==> config.mk <==
export PLATFORM = sky130hd
export DESIGN_NAME = trig_run_ctrl
export DESIGN_NICKNAME = d
export VERILOG_FILES = /design/src/verilog/trig_pkg.sv /design/src/verilog/trig_run_ctrl.sv
export SDC_FILE = /design/constraint.sdc
export NUM_CORES = 1
export LEC_CHECK = 0
export ABC_AREA = 1
export BUFFER_PORTS_ARGS = -buffer_cell sky130_fd_sc_hd__buf_2
export CORE_ASPECT_RATIO = 0.8
export CORE_MARGIN = 2
export CORE_UTILIZATION = 35
export CTS_CLUSTER_DIAMETER = 50
export DETAILED_ROUTE_END_ITERATION = 10
export GPL_TIMING_DRIVEN = 0
export SLEW_MARGIN = 5
export SYNTH_ARGS = -nofsm -noshare
export SYNTH_HDL_FRONTEND = slang
export SYNTH_SLANG_ARGS = --single-unit
==> constraint.sdc <==
create_clock -name sysclk_i -period 4.5 [get_ports sysclk_i]
set_clock_uncertainty 0.1 [all_clocks]
set_input_delay 0.675 -clock sysclk_i [delete_from_list [all_inputs] [get_ports sysclk_i]]
set_output_delay 0.675 -clock sysclk_i [all_outputs]
set_load 0.05 [all_outputs]
==> src/verilog/trig_pkg.sv <==
package trig_pkg;

    // detector geometry
    localparam int NCHAN      = 4;
    localparam int ADDRBITS   = 12;
    localparam int BUF_DEPTH  = 1 << ADDRBITS;
    localparam int WORD_BITS  = 16;
    localparam int META_BITS  = 8;
    // latency, offset, holdoff and prescale all share this width
    localparam int CFG_BITS   = 16;
    // output queue
    localparam int FIFO_DEPTH = 16;
    localparam int FIFO_AW    = $clog2(FIFO_DEPTH);
    localparam logic [1:0] OUT_TAG = 2'b10;

    typedef logic [ADDRBITS-1:0]  addr_t;
    typedef logic [META_BITS-1:0] meta_t;
    typedef logic [CFG_BITS-1:0]  cfg_t;
    typedef logic [NCHAN-1:0]     chan_vec_t;
    typedef logic [WORD_BITS-1:0] trigout_t;

    // first word of a pair, flag set
    typedef struct packed {
        logic       valid;
        logic       spare;
        addr_t      addr;
        logic [1:0] unused;
    } trig_addr_view_t;

    // second word of a pair, flag clear
    typedef struct packed {
        logic       valid;
        logic [6:0] spare;
        meta_t      meta;
    } trig_meta_view_t;

    // same 16 bits, decoded by the state of the framer
    typedef union packed {
        trig_addr_view_t addr_w;
        trig_meta_view_t meta_w;
    } trig_word_u;

endpackage

==> src/verilog/trig_run_ctrl.sv <==
`timescale 1ns/1ns

module trig_run_ctrl (
    input  logic            sysclk_i,
    input  logic            runrst_i,
    input  logic            runstop_i,
    input  trig_pkg::cfg_t  trig_latency_i,
    input  trig_pkg::cfg_t  trig_offset_i,
    input  trig_pkg::cfg_t  trig_holdoff_i,
    output logic            running_o,
    output logic            rd_en_o,
    output trig_pkg::addr_t rd_addr_o,
    output trig_pkg::addr_t address_o,
    output trig_pkg::cfg_t  offset_o,
    output trig_pkg::cfg_t  holdoff_o
);
    import trig_pkg::*;

    cfg_t  latency_q;
    cfg_t  offset_q;
    cfg_t  holdoff_q;
    logic  runrst_q;
    logic  running;
    cfg_t  lat_cnt;
    addr_t cur_addr;
    addr_t rd_addr;

    // settings track the inputs while runrst_i is high
    always_ff @(posedge sysclk_i) begin
        if (runrst_i) begin
            latency_q <= trig_latency_i;
            offset_q  <= trig_offset_i;
            holdoff_q <= trig_holdoff_i;
        end
    end

    // run starts the cycle after runrst_i is seen low
    always_ff @(posedge sysclk_i) begin
        runrst_q <= runrst_i;
        if (runrst_i) begin
            running <= 1'b0;
        end else if (runrst_q) begin
            running <= 1'b1;
        end else if (runstop_i) begin
            running <= 1'b0;
        end
    end

    // write-side time, 0 in the first running cycle
    always_ff @(posedge sysclk_i) begin
        if (runrst_i || !running) begin
            cur_addr <= '0;
        end else begin
            cur_addr <= cur_addr + 1'b1;
        end
    end

    // latency wait saturates at the captured value
    always_ff @(posedge sysclk_i) begin
        if (runrst_i || !running) begin
            lat_cnt <= '0;
        end else if (lat_cnt != latency_q) begin
            lat_cnt <= lat_cnt + 1'b1;
        end
    end

    // reading starts once the wait equals the latency
    assign rd_en_o = running && (lat_cnt == latency_q);

    // readout trails the write time by the latency, mod buffer depth
    always_ff @(posedge sysclk_i) begin
        if (rd_en_o) begin
            rd_addr <= rd_addr + 1'b1;
        end else begin
            rd_addr <= '0;
        end
    end

    assign running_o = running;
    assign rd_addr_o = rd_addr;
    assign address_o = cur_addr;
    assign offset_o  = offset_q;
    assign holdoff_o = holdoff_q;

endmodule

* After elaboration in Yosys (flattened, before gate mapping)
Cells that the tools add are included.
Storage, ports and cells: register bits 90, output and inout port bits 58, word-level logic and storage cells 19
Cells by class: add/subtract/negate cells 3, equality and inequality tests 2, muxes and demuxes 2, reductions and logical operators 4
Operator list (number):
- 12-bit by 1-bit adder with 12-bit output (second input constant) | 2
- 16-bit by 1-bit adder with 16-bit output (second input constant) | 1
- 16-bit equality test | 1
- 16-bit inequality test | 1
- 1-bit two-way mux | 2
- 2-bit nonzero test | 1
- 1-bit logical AND | 1
- 1-bit logical NOT | 1
- 1-bit logical OR | 1

* Longest topological paths before layout
depth in word-level cells 2, mapped depth 10, depth with buffers taken out 9

* Worst setup path before layout
Ideal clock, no wire load.
path type register -> output, start point register lat_cnt[2], end point output port rd_en_o, arrival time 1.450 ns, required time 3.725 ns, slack 2.275 ns, stages on the path, launching flop included 10, path buffers 1, cells stage by stage dfxtp_1 > inv_2 > nand2_1 > nand2_1 > nor2_1 > nand2_1 > nor2_4 > nand3_4 > buf_6 > inv_1
Between the ends: word-level cells in the longest chain between the ends 2
Ends and longest elaborated chain:
- start: declaration | line trig_run_ctrl.sv:24 | cfg_t lat_cnt;
- start signal: assignment | line trig_run_ctrl.sv:63 | lat_cnt <= lat_cnt + 1'b1;
- 16-bit equality test | line trig_run_ctrl.sv:68 | assign rd_en_o = running && (lat_cnt == latency_q);
- 1-bit logical AND | line trig_run_ctrl.sv:68
- end: declaration | line trig_run_ctrl.sv:11 | output logic rd_en_o,
No other way between the ends.

* Worst setup path after layout
start point register lat_cnt[8], end point output port rd_en_o
The elaborated chain is that of the path after synthesis.

==> results by group <==
Timing
  – Post-route clock period utilization: 0.603
  – Fmax: 0.368 GHz
  – Unrepaired setup endpoints after global routing: no
  – Final WS setup: roughly 1800 ps
  – Slew Limit Fails: 0
  – Final min period: roughly 2700 ps
  – Worst-Margin Slew: 1110 ps
  – Setup TNS: 0 ps
  – Worst rel slew slack: 0.261
  – Final Hold Vio Count: 0
  – Finish-stage setup viols: 0

Synthesis
  – Sequential area share after synthesis: 0.600
  – Post-synth top area share: 0.379
  – Area leader, netlist: edfxtp_1
  – Syn nets: ~470
  – Most common cell in the netlist: nand2_1
  – Synth Area in XOR/XNOR: 0.0391
  – Asr flop ratio synth: 0
  – Synth Area in Compound Gates: 0.0418
  – Top cells by instance count after synthesis: 110 x nand2_1, 56 x nor2_1, 48 x edfxtp_1
  – Ys flop type: edfxtp_1
  – Main combinational cell family by area after synthesis: simple AND/OR/NAND/NOR gates
  – Number of synthesized flops with an enable pin: 48
  – Synth Cell Area: 0.00380 sq mm
  – Synth Warn #: 0
  – Post-Synth Simple-Gate Area: 0.243
  – Mux share of post-synthesis cell area: 0
  – Gate Count Post-Synth: 415
  – Synth area leaders: edfxtp_1 38%, dfxtp_1 22%, nand2_1 11%
  – Synth cell types: 26
  – Flops & latches, synth: 90
  – Adder-cell share of the synthesized area: 0.00987
  – Mean Syn Cell Area: between 9 and 10 sq um

Clock tree
  – CTS H-Tree Depth: 3
  – Hold_buf cts: 0
  – Postcts setup bufs: 0
  – Skew-Pair Late Insertion Delay: ~340 ps
  – Total CTS buffers: 9
  – CTS Sinks: 90
  – CTS tree: built
  – Post_cts resized: 0
  – Clk buf depth: 2
  – Clk root buf: clkbuf_16
  – Clk pin slew, worst setup/hold paths: about 70 ps

GRT
  – GR Util All Layers: 0.140
  – First-pass GRT wire length: 13,000 um
  – Vias in the first global route: around 2,900
  – Largest net degree at the start of global routing: 52
  – Initial antenna violation count: 0
  – Congestion Overflow GR: 0

Finish
  – Syn-to-layout area delta: 26.3%
  – Layout cell share with drive strength beyond 1: 0.260
  – Nets: ~600
  – Diodes inserted: 0

Setup path
  – CP max-delay cell: dfxtp_1
  – Setup crit end kind: primary output
  – Critical path fanouts, max: 10
  – Largest stage delay on the critical path: 430 ps
  – Critical Path AT: between 1500 and 2000 ps
  – CP cell instances: inv_2 > nand2_1 > nand2_1 > nor2_1 > nand2_1 > nor2_4 > nand3_4 > buf_6 > inv_1 > buf_2
  – Crit path launch type: flip-flop
  – CP Class: flip-flop to primary output
  – Cell repeated most along the worst path: nand2_1
  – CP required: 3720 ps

Power and ir drop
  – Lkg Pwr: between 2 and 2.5 nW
  – Power density cells: ~370 mW/mm^2
  – Worst vdd ir: approximately 270 uV

Floorplan
  – Core Region: 0.0107 sq mm
  – IO Pins: between 100 and 150
  – Core Rows: 34
  – Die Height: ~97 um
  – Full die area: ~0.012 sq mm
  – DIE WIDTH: approximately 120 um
  – Initial Utilization: 0.355

Outcome
  – Status: complete, no violations

Drt
  – Vias: between 2,000 and 3,000
  – Initial DRT Pass Iterations: 4
  – # DRC: 0
  – Post-DRT Antenna Nets: 0
  – Via/cell ratio: roughly 4.4
  – Detailed Route WL: a little under 8000 um
  – DRT iter0 DRCs: around 170
  – Routed len/inst: around 11 um

Place
  – Post-DP HPWL: 5560 um
  – Input/output buffers: between 100 and 150
  – Pre-CTS setup slack: about 2000 ps
  – GP Congestion: a little over 0.8

Worst hold path
  – Hold/Removal Path Class: flip-flop to flip-flop

Flow run
  – MaxCap Viol Count: 0
==> layout make-up <==
type	instances	area [sq um]
Timing Repair Buffer	108	541
Inverter	48	180
Clock inverter	7	53.8
Clock buffer	9	225
Buffer	9	71.3
Tap cell	144	180
Multi-Input combinational cell	268	1270
Fill cell	1099	5920
Sequential cell	90	2280
==> routing by layer <==
metal / GRT usage / wire, um
met1: 0.177 / 3630
met2: 0.210 / 3300
met3: 0.0669 / 793
met4: 0.0429 / 74
met5: 0 / 0
==> through the flow <==
step           hold slack (ps)   util  instances  instance area (sq um)  total power, mW
2_1_floorplan              325      -        415                   3800             1.05
3_3_place_gp               334  0.422        667                   4520             1.11
3_5_place_dp               343  0.422        667                   4520             1.11
4_1_cts                    352  0.448        683                   4800             1.82
5_1_grt                    389  0.448        683                   4800             1.87
6_report                   349  0.448        683                   4800             1.79
==> worst max-delay path, delay by kind of cell, from the launching register on <==
family	cells	cell delay [ps]
buffers and inverters	4	530
DFF	1	430
and+or+nand+nor	6	640
==> final timing paths <==
kind	start	end	slack (ps)	cells after the start
max	lat_cnt[8]$_SDFFE_PP0P_	rd_en_o	1790	10
min	runrst_q$_DFF_P_	running_o$_SDFFE_PP0P_	350	2
max reg2reg	lat_cnt[0]$_SDFFE_PP0P_	lat_cnt[12]$_SDFFE_PP0P_	2700	8
min reg2reg	runrst_q$_DFF_P_	running_o$_SDFFE_PP0P_	350	2
==> cell families (layout without fill, tap and decap cells) <==
group | count (synthesis) | in the layout
AOI/OAI and AO/OA | 31 | 31
xor gates and xnor gates | 17 | 17
adders and majority gates | 3 | 3
buffers and inverters | 57 | 181
DFF | 90 | 90
and+or+nand+nor | 217 | 217
==> cell usage in the layout (no fill, tap or decap), types with 2 or more instances in the layout <==
master     Yosys  final
xor2_1        15     15
dfxtp_1       42     42
a21oi_1       24     24
o21ai_0        5      5
nand4_1        3      3
inv_2          2      2
inv_1         45     45
edfxtp_1      48     48
xnor2_1        2      2
buf_2          3    111
nor3b_1        3      3
buf_4          3      3
nand3b_1       2      2
buf_6          3      3
clkbuf_16      0      9
clkinv_1       1      2
ha_1           3      3
nor2_1        56     56
nand3_1       29     29
nand2_1      110    110
or2_2          3      3
nor3_1         7      7
nor2_4         2      2
clkinv_4       0      2
==> flip-flops by register name, indices dropped and copies added, names as in the netlist <==
register,flops
running_o,1
address_o,12
latency_q,16
lat_cnt,16
offset_o,16
holdoff_o,16
runrst_q,1
rd_addr_o,12
==> power breakdown <==
part / internal, mW / switching, mW / total, mW
registers: 0.906 / 0.0134 / 0.920
logic: 0.0437 / 0.129 / 0.173
clock network: 0.379 / 0.321 / 0.699
Note: power is estimated with default switching activity, not from simulation.
