`src/verilog/trig_pkg.sv`:
```
package trig_pkg;

    // detector geometry
    localparam int NCHAN      = 4;
    localparam int ADDRBITS   = 12;
    localparam int BUF_DEPTH  = 1 << ADDRBITS;
    localparam int WORD_BITS  = 16;
    localparam int META_BITS  = 8;
    // latency, offset, holdoff and prescale all share this width
    localparam int CFG_BITS   = 16;
    // output queue
    localparam int FIFO_DEPTH = 16;
    localparam int FIFO_AW    = $clog2(FIFO_DEPTH);
    localparam logic [1:0] OUT_TAG = 2'b10;

    typedef logic [ADDRBITS-1:0]  addr_t;
    typedef logic [META_BITS-1:0] meta_t;
    typedef logic [CFG_BITS-1:0]  cfg_t;
    typedef logic [NCHAN-1:0]     chan_vec_t;
    typedef logic [WORD_BITS-1:0] trigout_t;

    // first word of a pair, flag set
    typedef struct packed {
        logic       valid;
        logic       spare;
        addr_t      addr;
        logic [1:0] unused;
    } trig_addr_view_t;

    // second word of a pair, flag clear
    typedef struct packed {
        logic       valid;
        logic [6:0] spare;
        meta_t      meta;
    } trig_meta_view_t;

    // same 16 bits, decoded by the state of the framer
    typedef union packed {
        trig_addr_view_t addr_w;
        trig_meta_view_t meta_w;
    } trig_word_u;

endpackage

```
`src/verilog/readout_if.sv`:
```
`timescale 1ns/1ns

interface readout_if;
    import trig_pkg::*;

    // high for the single cycle a slot is presented
    logic              rd_valid;
    // buffer address the slot was read from
    addr_t             rd_addr;
    // stored trigger bit of every channel
    chan_vec_t         rd_trig;
    meta_t [NCHAN-1:0] rd_meta;

    modport store (
        output rd_valid,
        output rd_addr,
        output rd_trig,
        output rd_meta
    );

    modport leveltwo (
        input rd_valid,
        input rd_addr,
        input rd_trig,
        input rd_meta
    );

endinterface

```
`src/verilog/leveltwo_holdoff.sv`:
```
`timescale 1ns/1ns

module leveltwo_holdoff (
    input  logic                sysclk_i,
    input  logic                runrst_i,
    readout_if.leveltwo         rd,
    input  trig_pkg::chan_vec_t trigmask_i,
    input  logic                trigmask_update_i,
    input  logic                leveltwo_logictype_i,
    input  logic                rf_en_i,
    input  trig_pkg::cfg_t      offset_i,
    input  trig_pkg::cfg_t      holdoff_i,
    output logic                fire_o,
    output trig_pkg::addr_t     fire_addr_o,
    output logic                held_off_o
);
    import trig_pkg::*;

    // a set bit excludes its channel
    chan_vec_t mask_q = '0;
    logic      logic_or_q;
    logic      rf_en_q;
    chan_vec_t enabled;
    chan_vec_t hits;
    logic      or_hit;
    logic      and_hit;
    logic      l2_hit;
    logic      fire_d;
    cfg_t      hold_cnt;

    // mask may change mid-run on its strobe
    always_ff @(posedge sysclk_i) begin
        if (trigmask_update_i) begin
            mask_q <= trigmask_i;
        end
    end

    always_ff @(posedge sysclk_i) begin
        if (runrst_i) begin
            logic_or_q <= leveltwo_logictype_i;
            rf_en_q    <= rf_en_i;
        end
    end

    assign enabled = ~mask_q;
    assign hits    = rd.rd_trig & enabled;
    assign or_hit  = |hits;
    // AND mode needs at least one enabled channel
    assign and_hit = (|enabled) && (hits == enabled);
    assign l2_hit  = logic_or_q ? or_hit : and_hit;

    assign held_off_o = (hold_cnt != '0);
    assign fire_d     = rd.rd_valid && rf_en_q && l2_hit && !held_off_o;

    // countdown blocks the next holdoff slots after a fire
    always_ff @(posedge sysclk_i) begin
        if (runrst_i) begin
            fire_o   <= 1'b0;
            hold_cnt <= '0;
        end else begin
            fire_o <= fire_d;
            if (fire_d) begin
                hold_cnt <= holdoff_i;
            end else if (held_off_o) begin
                hold_cnt <= hold_cnt - 1'b1;
            end
        end
    end

    // slot address less the offset
    always_ff @(posedge sysclk_i) begin
        if (fire_d) begin
            fire_addr_o <= rd.rd_addr - offset_i[ADDRBITS-1:0];
        end
    end

endmodule

```
`src/flat_wrapper.sv`:
```
// flat-port wrapper written by rule: the top's interface ports become plain ports
module leveltwo_holdoff_flat import trig_pkg::*;
  (sysclk_i, runrst_i, trigmask_i, trigmask_update_i, leveltwo_logictype_i, rf_en_i, offset_i, holdoff_i, fire_o, fire_addr_o, held_off_o, rd_rd_valid, rd_rd_addr, rd_rd_trig, rd_rd_meta);
  readout_if rd_i ();
  input  logic sysclk_i;
  input  logic runrst_i;
  input  trig_pkg::chan_vec_t trigmask_i;
  input  logic trigmask_update_i;
  input  logic leveltwo_logictype_i;
  input  logic rf_en_i;
  input  trig_pkg::cfg_t offset_i;
  input  trig_pkg::cfg_t holdoff_i;
  output logic fire_o;
  output trig_pkg::addr_t fire_addr_o;
  output logic held_off_o;
  input wire logic [$bits(rd_i.rd_valid)-1:0] rd_rd_valid;
  input wire logic [$bits(rd_i.rd_addr)-1:0] rd_rd_addr;
  input wire logic [$bits(rd_i.rd_trig)-1:0] rd_rd_trig;
  input wire logic [$bits(rd_i.rd_meta)-1:0] rd_rd_meta;
  assign rd_i.rd_valid = rd_rd_valid;
  assign rd_i.rd_addr = rd_rd_addr;
  assign rd_i.rd_trig = rd_rd_trig;
  assign rd_i.rd_meta = rd_rd_meta;
  leveltwo_holdoff u_core (.sysclk_i(sysclk_i), .runrst_i(runrst_i), .rd(rd_i), .trigmask_i(trigmask_i), .trigmask_update_i(trigmask_update_i), .leveltwo_logictype_i(leveltwo_logictype_i), .rf_en_i(rf_en_i), .offset_i(offset_i), .holdoff_i(holdoff_i), .fire_o(fire_o), .fire_addr_o(fire_addr_o), .held_off_o(held_off_o));
endmodule
```
`config.mk`:
```
export PLATFORM = sky130hd
export DESIGN_NAME = leveltwo_holdoff_flat
export DESIGN_NICKNAME = d
export VERILOG_FILES = /design/src/verilog/trig_pkg.sv /design/src/verilog/readout_if.sv /design/src/verilog/leveltwo_holdoff.sv /design/src/flat_wrapper.sv
export SDC_FILE = /design/constraint.sdc
export NUM_CORES = 1
export LEC_CHECK = 0
export ABC_AREA = 1
export ABC_CLOCK_PERIOD_IN_PS = 2000
export BUFFER_PORTS_ARGS = -buffer_cell sky130_fd_sc_hd__buf_4
export CORE_MARGIN = 2
export CORE_UTILIZATION = 30
export DETAILED_ROUTE_END_ITERATION = 16
export HOLD_SLACK_MARGIN = 0.1
export PLACE_DENSITY_LB_ADDON = 0.2
export RECOVER_POWER = 50
export REMOVE_ABC_BUFFERS = 1
export SYNTH_ARGS = -nofsm -noshare
export SYNTH_HDL_FRONTEND = slang
export SYNTH_SLANG_ARGS = --single-unit
```
`constraint.sdc`:
```
create_clock -name sysclk_i -period 2 [get_ports sysclk_i]
set_input_delay 0.1 -clock sysclk_i [delete_from_list [all_inputs] [get_ports sysclk_i]]
set_output_delay 0.1 -clock sysclk_i [all_outputs]
set_load 0.1 [all_outputs]
```
* Yosys cells after proc, flatten, opt, wreduce, memory -nomap -nowiden
Cells that the tools add are included.
** Storage, ports and cells
- Word-level logic and storage cells :: 23
- Bits in registers :: 35
** Operators by class
- Bitwise logic cells :: 2
- Reductions and logical operators :: 9
- $add $sub $neg :: 2
- Mux-type cells :: 3
- Eq/ne operators :: 1
** Operator list (number)
- $mux W16 :: 2
- $reduce_bool A16 Y1 :: 1
- $sub A16 B1 Y16 const B :: 1
- $sub A12 B12 Y12 :: 1
- $reduce_or A4 Y1 :: 2
- $and A4 B4 Y4 :: 1
- $eq A4 B4 Y1 :: 1
- $logic_and A1 B1 Y1 :: 4
- $not A4 Y4 :: 1
- $reduce_bool A2 Y1 :: 1
- $logic_not A1 Y1 :: 1
- $mux W1 :: 1

* Logic depth before layout (Yosys ltp)
- Word-level depth :: 8
- Depth in mapped cells :: 12
- Depth with buffers taken out :: 12

* Worst setup path before layout
OpenSTA, ideal clock, no wires.
- Path type :: register -> register
- Start :: register u_core.hold_cnt[0]
- End :: register u_core.fire_addr_o[0], enable pin
- Stages on the path, launching flop included :: 9
- Required time :: 1.664 ns
- Slack :: 0.177 ns
- Buffers on the path :: 0
- Arrival :: 1.487 ns
- Period minus slack after synthesis :: 1.823 ns
- Library setup time :: 0.336 ns
- Path through :: dfxtp_1 -> inv_1 -> ha_1 -> nand2_1 -> nor2_1 -> nand2_4 -> nor2_8 -> inv_4 -> nor2_4
** Between the ends
- Word-level cells in the longest chain between the ends :: 3
** Ends and longest elaborated chain
- from (decl) :: line leveltwo_holdoff.sv:29 : cfg_t hold_cnt;
- from (signal assigned) :: line leveltwo_holdoff.sv:63 : hold_cnt <= holdoff_i;
- from (signal assigned) :: line leveltwo_holdoff.sv:65 : hold_cnt <= hold_cnt - 1'b1;
- $reduce_bool A16 Y1 :: line leveltwo_holdoff.sv:52 : assign held_off_o = (hold_cnt != '0);
- net held_off_o :: line flat_wrapper.sv:15 : output logic held_off_o;
- $logic_not A1 Y1 :: line leveltwo_holdoff.sv:53 : assign fire_d = rd.rd_valid && rf_en_q && l2_hit && !held_off_o;
- $logic_and A1 B1 Y1 :: line leveltwo_holdoff.sv:53
- net u_core.fire_d :: line leveltwo_holdoff.sv:28 : logic fire_d;
- to (signal assigned) :: line leveltwo_holdoff.sv:73 : fire_addr_o <= rd.rd_addr - offset_i[ADDRBITS-1:0];
- to (decl) :: line leveltwo_holdoff.sv:14 : output trig_pkg::addr_t fire_addr_o,
The timed path passes the listed nets, and every way through them passes these cells.
A chain may end at the register's enable or synchronous reset.

* Final worst setup path
- Start :: register u_core.hold_cnt[1]
- End :: output port held_off_o
** Between the ends
- Word-level cells in the longest chain between the ends :: 1
** Ends and longest elaborated chain (line)
- $reduce_bool A16 Y1 :: leveltwo_holdoff.sv:52
- to (decl) :: flat_wrapper.sv:15
Every way passes these cells.

==> results list <==
- The run finished with clean final reports.
* Count of filler cells inserted in the layout: 879
- Pins over their slew limit: 0
- Counting the buffers created by CTS gives 5.
- Layout area overhead: 31.7%
- Data arrival time of the critical path: 1670 ps
- Detailed router's first-iteration violation count: 70
* Core area: 0.00813 mm2
- Routability-driven placement finished with a final weighted congestion of 0.871.
* Average footprint of a synthesized cell: 7.26 um2
* Port bufs: 67
* Sort of element at the start of the critical path: flop
- Maximum number of pins on one net before global-route repair: 15
* First-pass GRT wire length: 10400 um
- Maximum vdd ir drop: 0.000379 V
- Synth Area in Compound Gates: 5.10%
- Worst Reg2Reg Path Length in Cells: 9
- Combinational family with the most area after synthesis: simple AND/OR/NAND/NOR gates
* Mux cell area share after synthesis: 0%
- Via-to-Cell Ratio: 4.50
- Total global-route track usage: 14.5%
* Total die area: 0.00909 mm2
- After Yosys synthesis, full adders, half adders and majority gates account for 7.30% of the synthesized area.
- For this run, the post-layout net count is 535.
- Initial DRT Pass Iterations: 6
- In this run the worst path has a maximum fanout of 8.
- After global routing the overflow that remains totals 0.
- The final route contains 2418 vias.
* Reported max-cap violation count: 0
- Of the available clock period, the critical path in the final layout requires 88.4%.
- Synth Warn #: 0
- Setup repair after global routing left no endpoint under its margin.
- Initial antenna violation count: 0
- Num Clock Sinks: 35
* Post-synthesis sequential area ratio: 35.2%
- In this run the number of H-tree levels came out at 2.
* Final setup skew: 3.05 ps
- The netlist uses 30 different library cells.
- Worst hold stages: 3
- Data on the critical path is required at its endpoint by 1900 ps.
- The number of antenna diodes in the final layout is 0.
- The worst setup path is of the flop to output port kind.
- Final Hold Viols: 0
* Sum of negative setup slack: 0 ps
- The routed design has 6100 um of wire.
* Actual slew at the worst max-slew pin: 1210 ps
- Flop-to-flop setup slack: 300 ps
* Detailed-placement wirelength estimate: 5090 um
- Hold path startpoint: holdoff_i[14]
- In this run the power density over the cells is 1210 mW/mm2.
* Multi-input combinational cell area: 0.00138 mm2
- Launch instance of the worst register-to-register path: u_core.hold_cnt[1]
- FF-to-FF End: u_core.fire_addr_o[6]
* Clock-pin slew reported for the worst setup and hold paths after clock tree synthesis: 70 ps
* Effective utilization at floorplan: 30.8%
- Registers take 881 um2.
- The initialized floorplan defines 33 standard-cell rows.
* Die Y-Extent: 95.4 um
* Static leakage: 1.64 nW
- In this run the deepest clock path goes through 2 buffers.
- The clock period could shrink to 1770 ps.
- Measured along the x axis, the die boundary spans 95.4 um.
- Post-Synth Simple-Gate Area: 37.2%
* Hold WC Path Type: primary input to flop
* Worst slew margin relative to its limit: 19.4%
* Flops & latches, synth: 35
- Clock tree synthesis selected as its root buffer the cell clkbuf_8.
- Derived from the worst setup path, the maximum achievable clock frequency is 0.566 GHz.
- Gate Count Post-Synth: 345
- CTS tree: yes
- DRC violations left: 0
- Via count of the first global-routing pass: 2474
* Worst setup EP type: output port
- The detail route stage leaves a number of antenna-violating nets equal to 0.
- Across all hold checks on the routed design, the worst slack comes to 122 ps.
* Post-synthesis xor/xnor area fraction: 5.60%
- The number of setup buffers added after CTS is 0.
- The synthesized netlist occupies a cell area of 0.00250 mm2.
- At the later pin of the worst-skew pair, clock insertion delay measures 280 ps.
- Setup violations remaining at the end of the flow were counted as 0.
- The worst hold path terminates at u_core.hold_cnt[14].
- Once the clock tree was built, the resizer swapped 0 gates to a different size.
- Dividing the detail-routed wire length by the instance count gives 11.4 um.
- Of the cells placed in the final design, the portion with a size suffix greater than 1 is 20.8%.
- In this run the count of I/O pins placed on the die edge is 104.
worst max-delay path by stage:
stage          slack, ps                    end  depth (start not counted)          startpoint
2_1_floorplan        180  u_core.fire_addr_o[0]                          8  u_core.hold_cnt[0]
3_3_place_gp         270  u_core.fire_addr_o[8]                          8       rd_rd_addr[0]
3_5_place_dp         250  u_core.fire_addr_o[8]                          8       rd_rd_addr[0]
4_1_cts              220             held_off_o                          8  u_core.hold_cnt[1]
5_1_grt              100             held_off_o                          8  u_core.hold_cnt[1]
6_report             230             held_off_o                          8  u_core.hold_cnt[1]
power by group:
group / leakage (nW) / switching (mW) / internal, mW / total, mW
logic: 1.29 / 1.54 / 0.876 / 2.42
registers: 0.307 / 0.143 / 0.932 / 1.07
clock network: 0.0402 / 0.267 / 0.242 / 0.509
layout make-up:
cell class                 count  area share, %
sequential                    35           26.7
multi-input combinational    249           41.9
clock buffer                   5           2.09
clock inverter                 3          0.607
inverter                      59           6.83
timing repair buffer          81           17.9
tap                          105           3.98
flip-flops by register name, indices dropped and copies added, names as in the netlist:
signal and cells:
u_core.fire_addr_o 12, u_core.fire_o 1, u_core.hold_cnt 16, u_core.logic_or_q 1, u_core.mask_q 4, u_core.rf_en_q 1
cell usage after synthesis, drive strengths merged:
library cell	count	area, um2
nand2	94	383
inv	58	220
nor2	53	268
nand3	32	173
edfxtp	18	541
dfxtp	17	340
ha	13	163
nand4	13	87.6
a21oi	11	55.1
xor2	10	87.6
o21ai	6	30.0
xnor2	6	52.6
nor3	3	15.0
a21o	2	15.0
a31oi	2	12.5
o21bai	2	15.0
buf	1	11.3
clkbuf	1	3.75
clkinv	1	5.00
fa	1	20.0
or2	1	6.26
routing by layer:
| layer | global-route usage [%] | up-vias | share of wire (%) | wire [um] |
|---|---|---|---|---|
| li1 | - | 1275 | - | - |
| met1 | 15.9 | 1085 | 42 | 2580 |
| met3 | 1.82 | 12 | 3.1 | 187 |
| met5 | 0 | - | 0 | 0 |
| met2 | 27.9 | 46 | 52 | 3190 |
| met4 | 5.56 | 0 | 2.4 | 144 |
stage by stage:
| step | instances | util (%) | total power, mW | setup WS (ps) | cell area, um2 |
|---|---|---|---|---|---|
| 2_1_floorplan | 343 | - | 2.96 | 177 | 2490 |
| 3_5_place_dp | 519 | 38.9 | 3.50 | 254 | 3170 |
| 6_report | 537 | 40.5 | 4.00 | 232 | 3300 |
| 4_1_cts | 537 | 41.2 | 4.04 | 217 | 3350 |
| 3_3_place_gp | 519 | 38.9 | 3.48 | 271 | 3170 |
| 5_1_grt | 537 | 40.5 | 4.41 | 100 | 3300 |
critical path, cell delays in order, from the launching register on:
cell and delay (ps):
dfxtp_1 330, inv_1 70, ha_1 160, nand2_1 70
nor2_1 190, nand2_4 90, nor2_8 170, inv_4 60
buf_4 230
kinds of logic after synthesis:
group,count (synthesis)
xor+xnor,16
buf+inv,61
compound gates,23
fa+ha+maj,14
simple gates,196
flops,35
cells in the final DEF, fill, tap and decap left out, types with 2 or more instances in the layout:
| cell | synthesis | routed |
|---|---|---|
| a21o_1 | 2 | 2 |
| a21oi_1 | 11 | 11 |
| a31oi_1 | 2 | 2 |
| buf_4 | 0 | 44 |
| clkbuf_1 | 1 | 15 |
| clkbuf_4 | 0 | 11 |
| clkbuf_8 | 0 | 5 |
| clkinv_2 | 1 | 2 |
| clkinvlp_4 | 0 | 2 |
| dfxtp_1 | 17 | 17 |
| dlygate4sd3_1 | 0 | 10 |
| edfxtp_1 | 18 | 18 |
| ha_1 | 13 | 13 |
| inv_1 | 54 | 54 |
| inv_2 | 3 | 3 |
| nand2_1 | 88 | 88 |
| nand2_2 | 3 | 3 |
| nand2_4 | 3 | 3 |
| nand3_1 | 31 | 31 |
| nand4_1 | 12 | 12 |
| nor2_1 | 41 | 41 |
| nor2_2 | 6 | 6 |
| nor2_4 | 5 | 5 |
| nor3_1 | 3 | 3 |
| o21ai_0 | 6 | 6 |
| o21bai_1 | 2 | 2 |
| xnor2_1 | 6 | 6 |
| xor2_1 | 10 | 10 |
repair_timing:
item	in CTS	in global routing
hold buffers	10	0
setup endpoints to repair	0	0
hold endpoints to repair	13	0
(Power assumes the default switching activity.)
