--- src/verilog/trig_pkg.sv ---
package trig_pkg;

    // detector geometry
    localparam int NCHAN      = 4;
    localparam int ADDRBITS   = 12;
    localparam int BUF_DEPTH  = 1 << ADDRBITS;
    localparam int WORD_BITS  = 16;
    localparam int META_BITS  = 8;
    // latency, offset, holdoff and prescale all share this width
    localparam int CFG_BITS   = 16;
    // output queue
    localparam int FIFO_DEPTH = 16;
    localparam int FIFO_AW    = $clog2(FIFO_DEPTH);
    localparam logic [1:0] OUT_TAG = 2'b10;

    typedef logic [ADDRBITS-1:0]  addr_t;
    typedef logic [META_BITS-1:0] meta_t;
    typedef logic [CFG_BITS-1:0]  cfg_t;
    typedef logic [NCHAN-1:0]     chan_vec_t;
    typedef logic [WORD_BITS-1:0] trigout_t;

    // first word of a pair, flag set
    typedef struct packed {
        logic       valid;
        logic       spare;
        addr_t      addr;
        logic [1:0] unused;
    } trig_addr_view_t;

    // second word of a pair, flag clear
    typedef struct packed {
        logic       valid;
        logic [6:0] spare;
        meta_t      meta;
    } trig_meta_view_t;

    // same 16 bits, decoded by the state of the framer
    typedef union packed {
        trig_addr_view_t addr_w;
        trig_meta_view_t meta_w;
    } trig_word_u;

endpackage

--- src/verilog/trig_word_former.sv ---
`timescale 1ns/1ns

module trig_word_former (
    input  logic                                           sysclk_i,
    input  logic                                           runrst_i,
    input  logic [trig_pkg::NCHAN*trig_pkg::WORD_BITS-1:0] trigin_dat_i,
    input  logic                                           trigin_dat_valid_i,
    output trig_pkg::chan_vec_t                            chan_trig_o,
    output trig_pkg::addr_t [trig_pkg::NCHAN-1:0]          chan_addr_o,
    output trig_pkg::meta_t [trig_pkg::NCHAN-1:0]          chan_meta_o
);
    import trig_pkg::*;

    // one framer per channel, all sampled on the shared valid
    for (genvar c = 0; c < NCHAN; c++) begin : g_chan
        trig_word_u word;
        // set between the address word and its metadata word
        logic       pending;
        logic       take_addr;
        logic       take_meta;
        logic       trig_q;
        addr_t      addr_q;
        meta_t      meta_q;

        assign word = trigin_dat_i[c*WORD_BITS +: WORD_BITS];

        // new address words are ignored while a pair is open
        assign take_addr = trigin_dat_valid_i && word.addr_w.valid && !pending;
        // a metadata word with no address before it is dropped
        assign take_meta = trigin_dat_valid_i && !word.meta_w.valid && pending;

        always_ff @(posedge sysclk_i) begin
            if (runrst_i) begin
                pending <= 1'b0;
                trig_q  <= 1'b0;
            end else begin
                // strobe lasts one cycle
                trig_q <= take_meta;
                if (take_addr) begin
                    pending <= 1'b1;
                end else if (take_meta) begin
                    pending <= 1'b0;
                end
            end
        end

        // address held until the metadata arrives
        always_ff @(posedge sysclk_i) begin
            if (take_addr) begin
                addr_q <= word.addr_w.addr;
            end
            if (take_meta) begin
                meta_q <= word.meta_w.meta;
            end
        end

        assign chan_trig_o[c] = trig_q;
        assign chan_addr_o[c] = addr_q;
        assign chan_meta_o[c] = meta_q;
    end

endmodule

--- config.mk ---
export PLATFORM = sky130hd
export DESIGN_NAME = trig_word_former
export DESIGN_NICKNAME = d
export VERILOG_FILES = /design/src/verilog/trig_pkg.sv /design/src/verilog/trig_word_former.sv
export SDC_FILE = /design/constraint.sdc
export NUM_CORES = 1
export LEC_CHECK = 0
export BUFFER_PORTS_ARGS = -buffer_cell sky130_fd_sc_hd__buf_2
export CAP_MARGIN = 0
export CORE_MARGIN = 5
export CORE_UTILIZATION = 43
export DETAILED_ROUTE_END_ITERATION = 12
export PLACE_DENSITY_LB_ADDON = 0.25
export SYNTH_ARGS = -nofsm -noshare
export SYNTH_HDL_FRONTEND = slang
export SYNTH_SLANG_ARGS = --single-unit
export TNS_END_PERCENT = 1
--- constraint.sdc ---
create_clock -name sysclk_i -period 1.4 [get_ports sysclk_i]
set_clock_uncertainty 0.05 [all_clocks]
set_input_delay 0 -clock sysclk_i [delete_from_list [all_inputs] [get_ports sysclk_i]]
set_output_delay 0 -clock sysclk_i [all_outputs]
set_load 0.01 [all_outputs]
After elaboration in Yosys (flattened, before gate mapping)
Cells that the tools add are included.
{"block": "totals", "reg_bits": 88, "in_bits": 67, "wordCells": 52, "output_inout_bits": 84}
{"block": "classes", "n_mux": 8, "reduce_logical": 28}
{"operator": "1-bit logical AND", "n": 16}
{"operator": "1-bit zero test", "n": 8}
{"operator": "1-bit 2-to-1 mux", "n": 8}
{"operator": "2-bit nonzero test", "n": 4}

Depth between registers and ports, before layout
Gate-level depths: netlist of run 1.
{"block": "logic_depth", "depth_word": 5, "ltp_mapped": 3, "mapped_depth_nobuf": 2}

Worst setup path before layout of run 1
Ideal clock, no wire load.
{"block": "synth_timing", "kind": "register to register", "start": "reg g_chan[0].pending", "end": "reg g_chan[0].addr_q[0], enable pin", "arrival_time_ns": 0.856, "path_stages_with_launch": 2, "setup_ns": 0.380, "slack_ns": 0.113, "period_less_slack_ns": 1.287, "t_required_ns": 0.970, "n_path_buf": 0, "cell_sequence": "dfxtp_1 -> nor2_1"}
{"block": "synth_between", "elab_chain_len": 2}
{"element": "from (decl)", "line_no": "trig_word_former.sv:18", "source": "logic pending;"}
{"element": "from (signal assigned)", "line_no": "trig_word_former.sv:34", "source": "pending <= 1'b0;"}
{"element": "from (signal assigned)", "line_no": "trig_word_former.sv:40", "source": "pending <= 1'b1;"}
{"element": "from (signal assigned)", "line_no": "trig_word_former.sv:42", "source": "pending <= 1'b0;"}
{"element": "1-bit zero test", "line_no": "trig_word_former.sv:28", "source": "assign take_addr = trigin_dat_valid_i && word.addr_w.valid && !pending;"}
{"element": "1-bit logical AND", "line_no": "trig_word_former.sv:28"}
{"element": "named net g_chan[0].take_addr", "line_no": "trig_word_former.sv:19", "source": "logic take_addr;"}
{"element": "to (signal assigned)", "line_no": "trig_word_former.sv:50", "source": "addr_q <= word.addr_w.addr;"}
{"element": "to (decl)", "line_no": "trig_word_former.sv:22", "source": "addr_t addr_q;"}
The timed path passes the listed nets, and every way through them passes these cells.
A chain may end at the register's enable or synchronous reset.

Final worst setup path of run 1
{"block": "layout_timing", "start": "in trigin_dat_valid_i", "end": "reg g_chan[3].pending"}
{"block": "layout_between", "elab_chain_len": 3, "word_cells_on_any_way": 6, "cone_classes": "mux: 1; reduce/logical: 5"}
{"element": "from (decl)", "line_no": "trig_word_former.sv:7", "source": "input logic trigin_dat_valid_i,"}
{"element": "1-bit logical AND (on tied branches) (2 in series)", "line_no": "trig_word_former.sv:28, trig_word_former.sv:30"}
{"element": "1-bit 2-to-1 mux / 2-bit nonzero test (equally long branches)"}
{"element": "to (signal assigned)", "line_no": "trig_word_former.sv:34"}
{"element": "to (signal assigned)", "line_no": "trig_word_former.sv:40"}
{"element": "to (signal assigned)", "line_no": "trig_word_former.sv:42"}
{"element": "to (decl)", "line_no": "trig_word_former.sv:18"}
Parallel ways exist; a longest one is shown, timed or not.

==> results of run 1 <==
## state kept, by name (all words and copies together) (netlist names)
register        flops
g_chan.pending      4
g_chan.addr_q      48
g_chan.meta_q      32
g_chan.trig_q       4
## cell type report
| type | count | area share |
|---|---|---|
| sequential | 88 | 0.5828 |
| timing repair buffer | 213 | 0.3170 |
| multi-input combinational | 25 | 0.03330 |
| clock buffer | 10 | 0.02903 |
| tap | 77 | 0.02191 |
| clock inverter | 6 | 0.01594 |
## placed cells by master (no fill, tap or decap)
cell,instances
and3b_1,4
bufinv_16,1
clkbuf_1,1
dfxtp_1,8
clkinv_4,2
nand2b_1,5
clkinvlp_4,3
clkbuf_8,9
nor3b_1,4
edfxtp_1,80
dlygate4sd3_1,63
a21oi_1,4
buf_2,145
nand2_1,4
buf_4,5
nor2_1,4
## how the worst max path moves through the flow
stage / start / to / slack [ns] / cells after the start
after floorplan: g_chan[0].pending$_SDFFE_PP0P_ / g_chan[0].addr_q[0]$_DFFE_PP_ / 0.11 / 1
final: trigin_dat_valid_i / g_chan[3].pending$_SDFFE_PP0P_ / 0.08 / 5
after CTS: trigin_dat_valid_i / g_chan[3].pending$_SDFFE_PP0P_ / 0.1 / 5
after global placement: g_chan[1].pending$_SDFFE_PP0P_ / g_chan[1].meta_q[0]$_DFFE_PP_ / 0.26 / 1
after global routing: trigin_dat_valid_i / g_chan[3].pending$_SDFFE_PP0P_ / -0.01 / 5
after detailed placement: g_chan[1].pending$_SDFFE_PP0P_ / g_chan[1].meta_q[0]$_DFFE_PP_ / 0.23 / 1
## synthesized netlist by cell type
| cell type | instances |
|---|---|
| nor2_1 | 4 |
| a21oi_1 | 4 |
| nand2_1 | 4 |
| dfxtp_1 | 8 |
| and3b_1 | 4 |
| nor3b_1 | 4 |
| buf_2 | 1 |
| edfxtp_1 | 80 |
| nand2b_1 | 5 |
| buf_4 | 4 |
## stage by stage
step | setup slack, ns | util | power [mW]
4_1_cts | 0.09593 | 0.7000 | 5.135
6_report | 0.08239 | 0.7004 | 5.086
5_1_grt | -0.01249 | 0.7004 | 5.314
2_1_floorplan | 0.1133 | - | 3.128
3_5_place_dp | 0.2346 | 0.5681 | 3.314
3_3_place_gp | 0.2558 | 0.5681 | 3.305
## repair_timing
item,4_1_cts,5_1_grt
resized for setup,0,2
endpoints found under the hold margin,88,0
setup endpoints to repair,0,1
hold buffers,63,0
## metal layers
layer | part of all wire | vias up | track usage
met5 | 0 | - | 0
met4 | 0.018 | 0 | 0.07196
met3 | 0.088 | 13 | 0.05760
met2 | 0.54 | 86 | 0.2902
met1 | 0.36 | 860 | 0.1781
li1 | - | 891 | -
## worst max-delay path: cells and delay by family
kind                   cells  cell delay [ns]
buffers and inverters      3             1.27
AOI/OAI and AO/OA          1             0.14
and+or+nand+nor            1             0.14
## power by group through the flow
stage / sequential [mW] / combinational, mW / clock [mW]
after floorplan: 3.08 / 0.0493 / 0
after global placement: 3.03 / 0.271 / 0
final: 2.98 / 0.415 / 1.69
after global routing: 2.99 / 0.450 / 1.88
after detailed placement: 3.04 / 0.277 / 0
after CTS: 2.98 / 0.415 / 1.74
## kinds of logic (layout without fill, tap and decap cells)
group	count (synthesis)	after routing
AND/OR/NAND/NOR	21	21
buffers and inverters	5	229
flip-flops	88	88
AO/OA/AOI/OAI	4	4
==> metrics.cfg, run 1 <==
[power]
p_leak_nw = 1.825
powerDensity_nw_per_um2 = 1157
clkPwrFrac = 0.333
swShare = 0.2084
intPower_mw = 4.027
peakVddDrop_v = 0.0009014
p_switching_mw = 1.060
pwr-share-seq = 0.585
combPwrFrac = 0.082

[cts]
cts_inserted_buffers = 9
cts_root_buffer = clkbuf_8
clk_path_buf_depth = 2
cts_tree = yes
cts_setup_buffers = 0
path_clk_slew_ns = 0.09
insertion_delay_ns = 0.34
numClockSinks = 88
htree_levels = 3

[sta]
slew_viol_final = 0
hold_violations = 0
setup_tns_ns = 0
worst_pin_slew_ns = 0.3706
whs_ns = 0.3161
finalSetupViolations = 0
max_freq_mhz = 759.0
min_period_ns = 1.318
relSlewSlack = 0.7530
period_share = 0.9411

[routing]
drt_wl_total_um = 6534
dr.pass1.iters = 4
routedWlPerCell_um = 15.59
vias = 1850
remaining_drc_errors = 0
drtIter0Drc = 50
via_per_inst = 4.415
ant_nets = 0

[floorplan]
dieArea_um2 = 8078
num_io_pins = 151
die_y_um = 89.88
start_util = 0.4371
fp.dieW_um = 89.88
core_area_um2 = 6277
rows = 29

[placement]
placed_cell_area_um2 = 3566
place_congestion = 0.7346
dp_cells = 340
hpwl_um = 4356
portBuffers = 146

[logic_synthesis]
synth_largest_area_cell = edfxtp_1
synth.area.mux_share = 0
ys_warn_count = 0
synth_compound_area_frac = 0.007296
synth_area_per_cell_um2 = 23.25
synth_cell_types = 10
synth_area_leaders = edfxtp_1, dfxtp_1, and3b_1
netlist_area_um2 = 2744
synth-seq-area-share = 0.9339
synth-xor-area-share = 0
synth_fa_ha_area_frac = 0
synth.top_cell.area_share = 0.8755
postSynthNetCount = 185
yosys.area_share.simple = 0.04606
syn-instance-count = 118
synth_top_family_by_area = simple AND/OR/NAND/NOR gates
ys_seq_elements = 88

[layout]
stdcell_count = 419
n_antenna_cell = 0
area_growth_pct = 60.24
ff_latch_area_um2 = 2562
nNetsFinal = 404
drive_gt1_frac = 0.4825
filler_cell_count = 433
multi_input_area_um2 = 146.4
stdcell_area_um2 = 4397

[global_route]
antenna_found_initial = 0
grt_pass1_vias = 2044
grt.total_usage = 0.1648
grt_pass1_wl_um = 10400
grt_max_degree = 16
grt_overflow = 0

[setup_path]
r2r_cells = 3
r2r_start = g_chan[3].pending$_SDFFE_PP0P_
required_ns = 1.64
reg2reg_to = g_chan[3].pending$_SDFFE_PP0P_
reg2reg_setup_slack_ns = 0.17
arrival_ns = 1.56
cp-end-kind = flip-flop
worst_path_most_repeated_cell = dlygate4sd3_1
crit_path_start_kind = input pin
critPathMaxFanout = 13
cp_slowest_cell = dlygate4sd3_1
critPathKind = in -> reg
path_cells = dlygate4sd3_1, buf_4, nand2b_1, a21oi_1, dlygate4sd3_1
critPathMaxStageDelay_ns = 0.55

[hold_path]
hp-class = in -> reg
hp-start = trigin_dat_i[58]
min_path_cells = 2
holdPathEnd = g_chan[3].addr_q[8]$_DFFE_PP_

[status]
status = complete, no violations

[job]
cap_viol_max_count = 0

No activity file was read; power rests on OpenSTA's default activity.
==> run 2, diff against run 1 <==
--- a/config.mk
+++ b/config.mk
@@ -5,12 +5,13 @@
 export SDC_FILE = /design/constraint.sdc
 export NUM_CORES = 1
 export LEC_CHECK = 0
-export BUFFER_PORTS_ARGS = -buffer_cell sky130_fd_sc_hd__buf_2
+export BUFFER_PORTS_ARGS = -buffer_cell sky130_fd_sc_hd__clkbuf_2
 export CAP_MARGIN = 0
 export CORE_MARGIN = 5
-export CORE_UTILIZATION = 43
+export CORE_UTILIZATION = 30
 export DETAILED_ROUTE_END_ITERATION = 12
 export PLACE_DENSITY_LB_ADDON = 0.25
+export SETUP_SLACK_MARGIN = 0.1
 export SYNTH_ARGS = -nofsm -noshare
 export SYNTH_HDL_FRONTEND = slang
 export SYNTH_SLANG_ARGS = --single-unit
==> metrics.cfg, run 2 (synthesis gave the netlist of run 1 again) <==
[setup_path]
cp_top_family = buffers and inverters
path_cells = nand2b_1, a21oi_1, dlygate4sd3_1
arrival_ns = 1.44  ; -0.12 ns
critPathKind = reg -> reg
critPathMaxStageDelay_ns = 0.55  ; about the same
cp-end-kind = flip-flop
required_ns = 1.64  ; about the same
path_buf_inv = 1  ; -2
critPathMaxFanout = 4  ; -9
crit_path_start_kind = flip-flop
cp_slowest_cell = dlygate4sd3_1

[global_route]
antenna_found_initial = 0  ; unchanged
grt_pass1_wl_um = 10430  ; +0.33%
grt_max_degree = 17  ; +1
grt_pass1_vias = 2090  ; +2.3%
grt.total_usage = 0.1204  ; -0.04440
grt_overflow = 0  ; unchanged

[cts]
numClockSinks = 88  ; unchanged
path_clk_slew_ns = 0.09  ; about the same
insertion_delay_ns = 0.34  ; about the same
holdBufCountCts = 64  ; +1.6%
clk_path_buf_depth = 2  ; unchanged
cts_inserted_buffers = 9  ; unchanged
cts_setup_buffers = 0  ; unchanged
cts_tree = yes
cts_resized = 0  ; unchanged
htree_levels = 3  ; unchanged
cts_root_buffer = clkbuf_8

[routing]
vias = 1848  ; -0.11%
routedWlPerCell_um = 14.63  ; -6.2%
via_per_inst = 4.098  ; -7.2%
remaining_drc_errors = 0  ; unchanged
drtIter0Drc = 36  ; -28%
drt_wl_total_um = 6596  ; +0.95%
dr.pass1.iters = 4  ; unchanged
ant_nets = 0  ; unchanged

[status]
status = complete, no violations

[sta]
relSlewSlack = 0.7361  ; -0.01685
finalSetupViolations = 0  ; unchanged
setup_ws_ns = 0.1918  ; +0.1095 ns
max_freq_mhz = 827.7  ; +9.1%
setup_tns_ns = 0  ; unchanged
hold_violations = 0  ; unchanged
slew_viol_final = 0  ; unchanged
min_period_ns = 1.208  ; -0.1095 ns
rsz0062_at_grt = false
worst_pin_slew_ns = 0.3958  ; +0.02527 ns
period_share = 0.8630  ; -0.07818

[floorplan]
die_y_um = 105.6  ; +18%
num_io_pins = 151  ; unchanged
fp.dieW_um = 105.6  ; +18%
core_area_um2 = 8806  ; +40%
rows = 34  ; +17%
dieArea_um2 = 11160  ; +38%
start_util = 0.3116  ; -0.1255

[placement]
dp_cells = 371  ; +9.1%
portBuffers = 146  ; unchanged
hpwl_um = 4687  ; +7.6%
place_congestion = 0.6442  ; -12%
dp_slack_ns = 0.1952  ; -0.03939 ns

[layout]
top_register = g_chan.addr_q
layout_commonest_cell = clkbuf_2
fin_util = 0.5078  ; -0.1926
top_regs = g_chan.addr_q (48), g_chan.meta_q (32)
mostFrequentLayoutCells = clkbuf_2, edfxtp_1, dlygate4sd3_1, clkbuf_8, dfxtp_1
nNetsFinal = 405  ; +0.25%
largest_reg_flops = 48  ; unchanged
area_growth_pct = 62.97
drive_gt1_frac = 0.4840  ; +0.001509
n_antenna_cell = 0  ; unchanged
stdcell_count = 451  ; +7.6%

[power]
powerDensity_nw_per_um2 = 1193  ; +3.1%
power_mw = 5.336  ; +4.9%
peakVddDrop_v = 0.0004643  ; -48%
p_leak_nw = 1.883  ; +3.2%

[job]
cap_viol_max_count = 0  ; unchanged

[hold_path]
hp-class = in -> reg

run 2: report_power, final:
part	switching (mW)	internal (mW)	total, mW	leakage (nW)
combinational	0.179	0.239	0.418	0.965
sequential	0.0234	2.96	2.98	0.802
clock	0.908	1.03	1.94	0.116
total	1.11	4.23	5.34	1.88
run 2: area by class of cell:
cell class | count | area (µm²)
clock buffer | 9 | 123.9
clock inverter | 7 | 102.6
fill | 736 | 4334
multi-input combinational | 25 | 146.4
sequential | 88 | 2562
tap | 108 | 135.1
timing repair buffer | 214 | 1401
run 2: stage by stage:
stage	instance area (µm²)	hold WS [ns]
6_report	4472	0.03120
5_1_grt	4472	0.07104
4_1_cts	4472	0.01039
3_5_place_dp	3605	0.1296
3_3_place_gp	3605	0.1265
2_1_floorplan	2744	0.01907
run 2: worst paths after layout:
| check | start | end | slack [ns] | depth (start not counted) |
|---|---|---|---|---|
| min | trigin_dat_valid_i | g_chan[3].pending$_SDFFE_PP0P_ | 0.03 | 3 |
| max reg2reg | g_chan[0].pending$_SDFFE_PP0P_ | g_chan[0].pending$_SDFFE_PP0P_ | 0.19 | 3 |
| min reg2reg | g_chan[2].pending$_SDFFE_PP0P_ | g_chan[2].pending$_SDFFE_PP0P_ | 0.45 | 2 |
| max | g_chan[0].pending$_SDFFE_PP0P_ | g_chan[0].pending$_SDFFE_PP0P_ | 0.19 | 3 |
run 2: per-layer routing:
metal  part of all wire  GRT usage  routed length [µm]
met3              0.097    0.04584                 640
met1               0.42     0.1402                2751
met4              0.017    0.04995                 112
met2               0.47     0.2004                3092
met5                  0          0                   0
run 2: worst reg2reg max path: cells and delay by family (launching register included):
family	cells	cell delay, ns
AOI/OAI and AO/OA	1	0.13
buffers and inverters	1	0.55
DFF	1	0.36
and+or+nand+nor	1	0.06
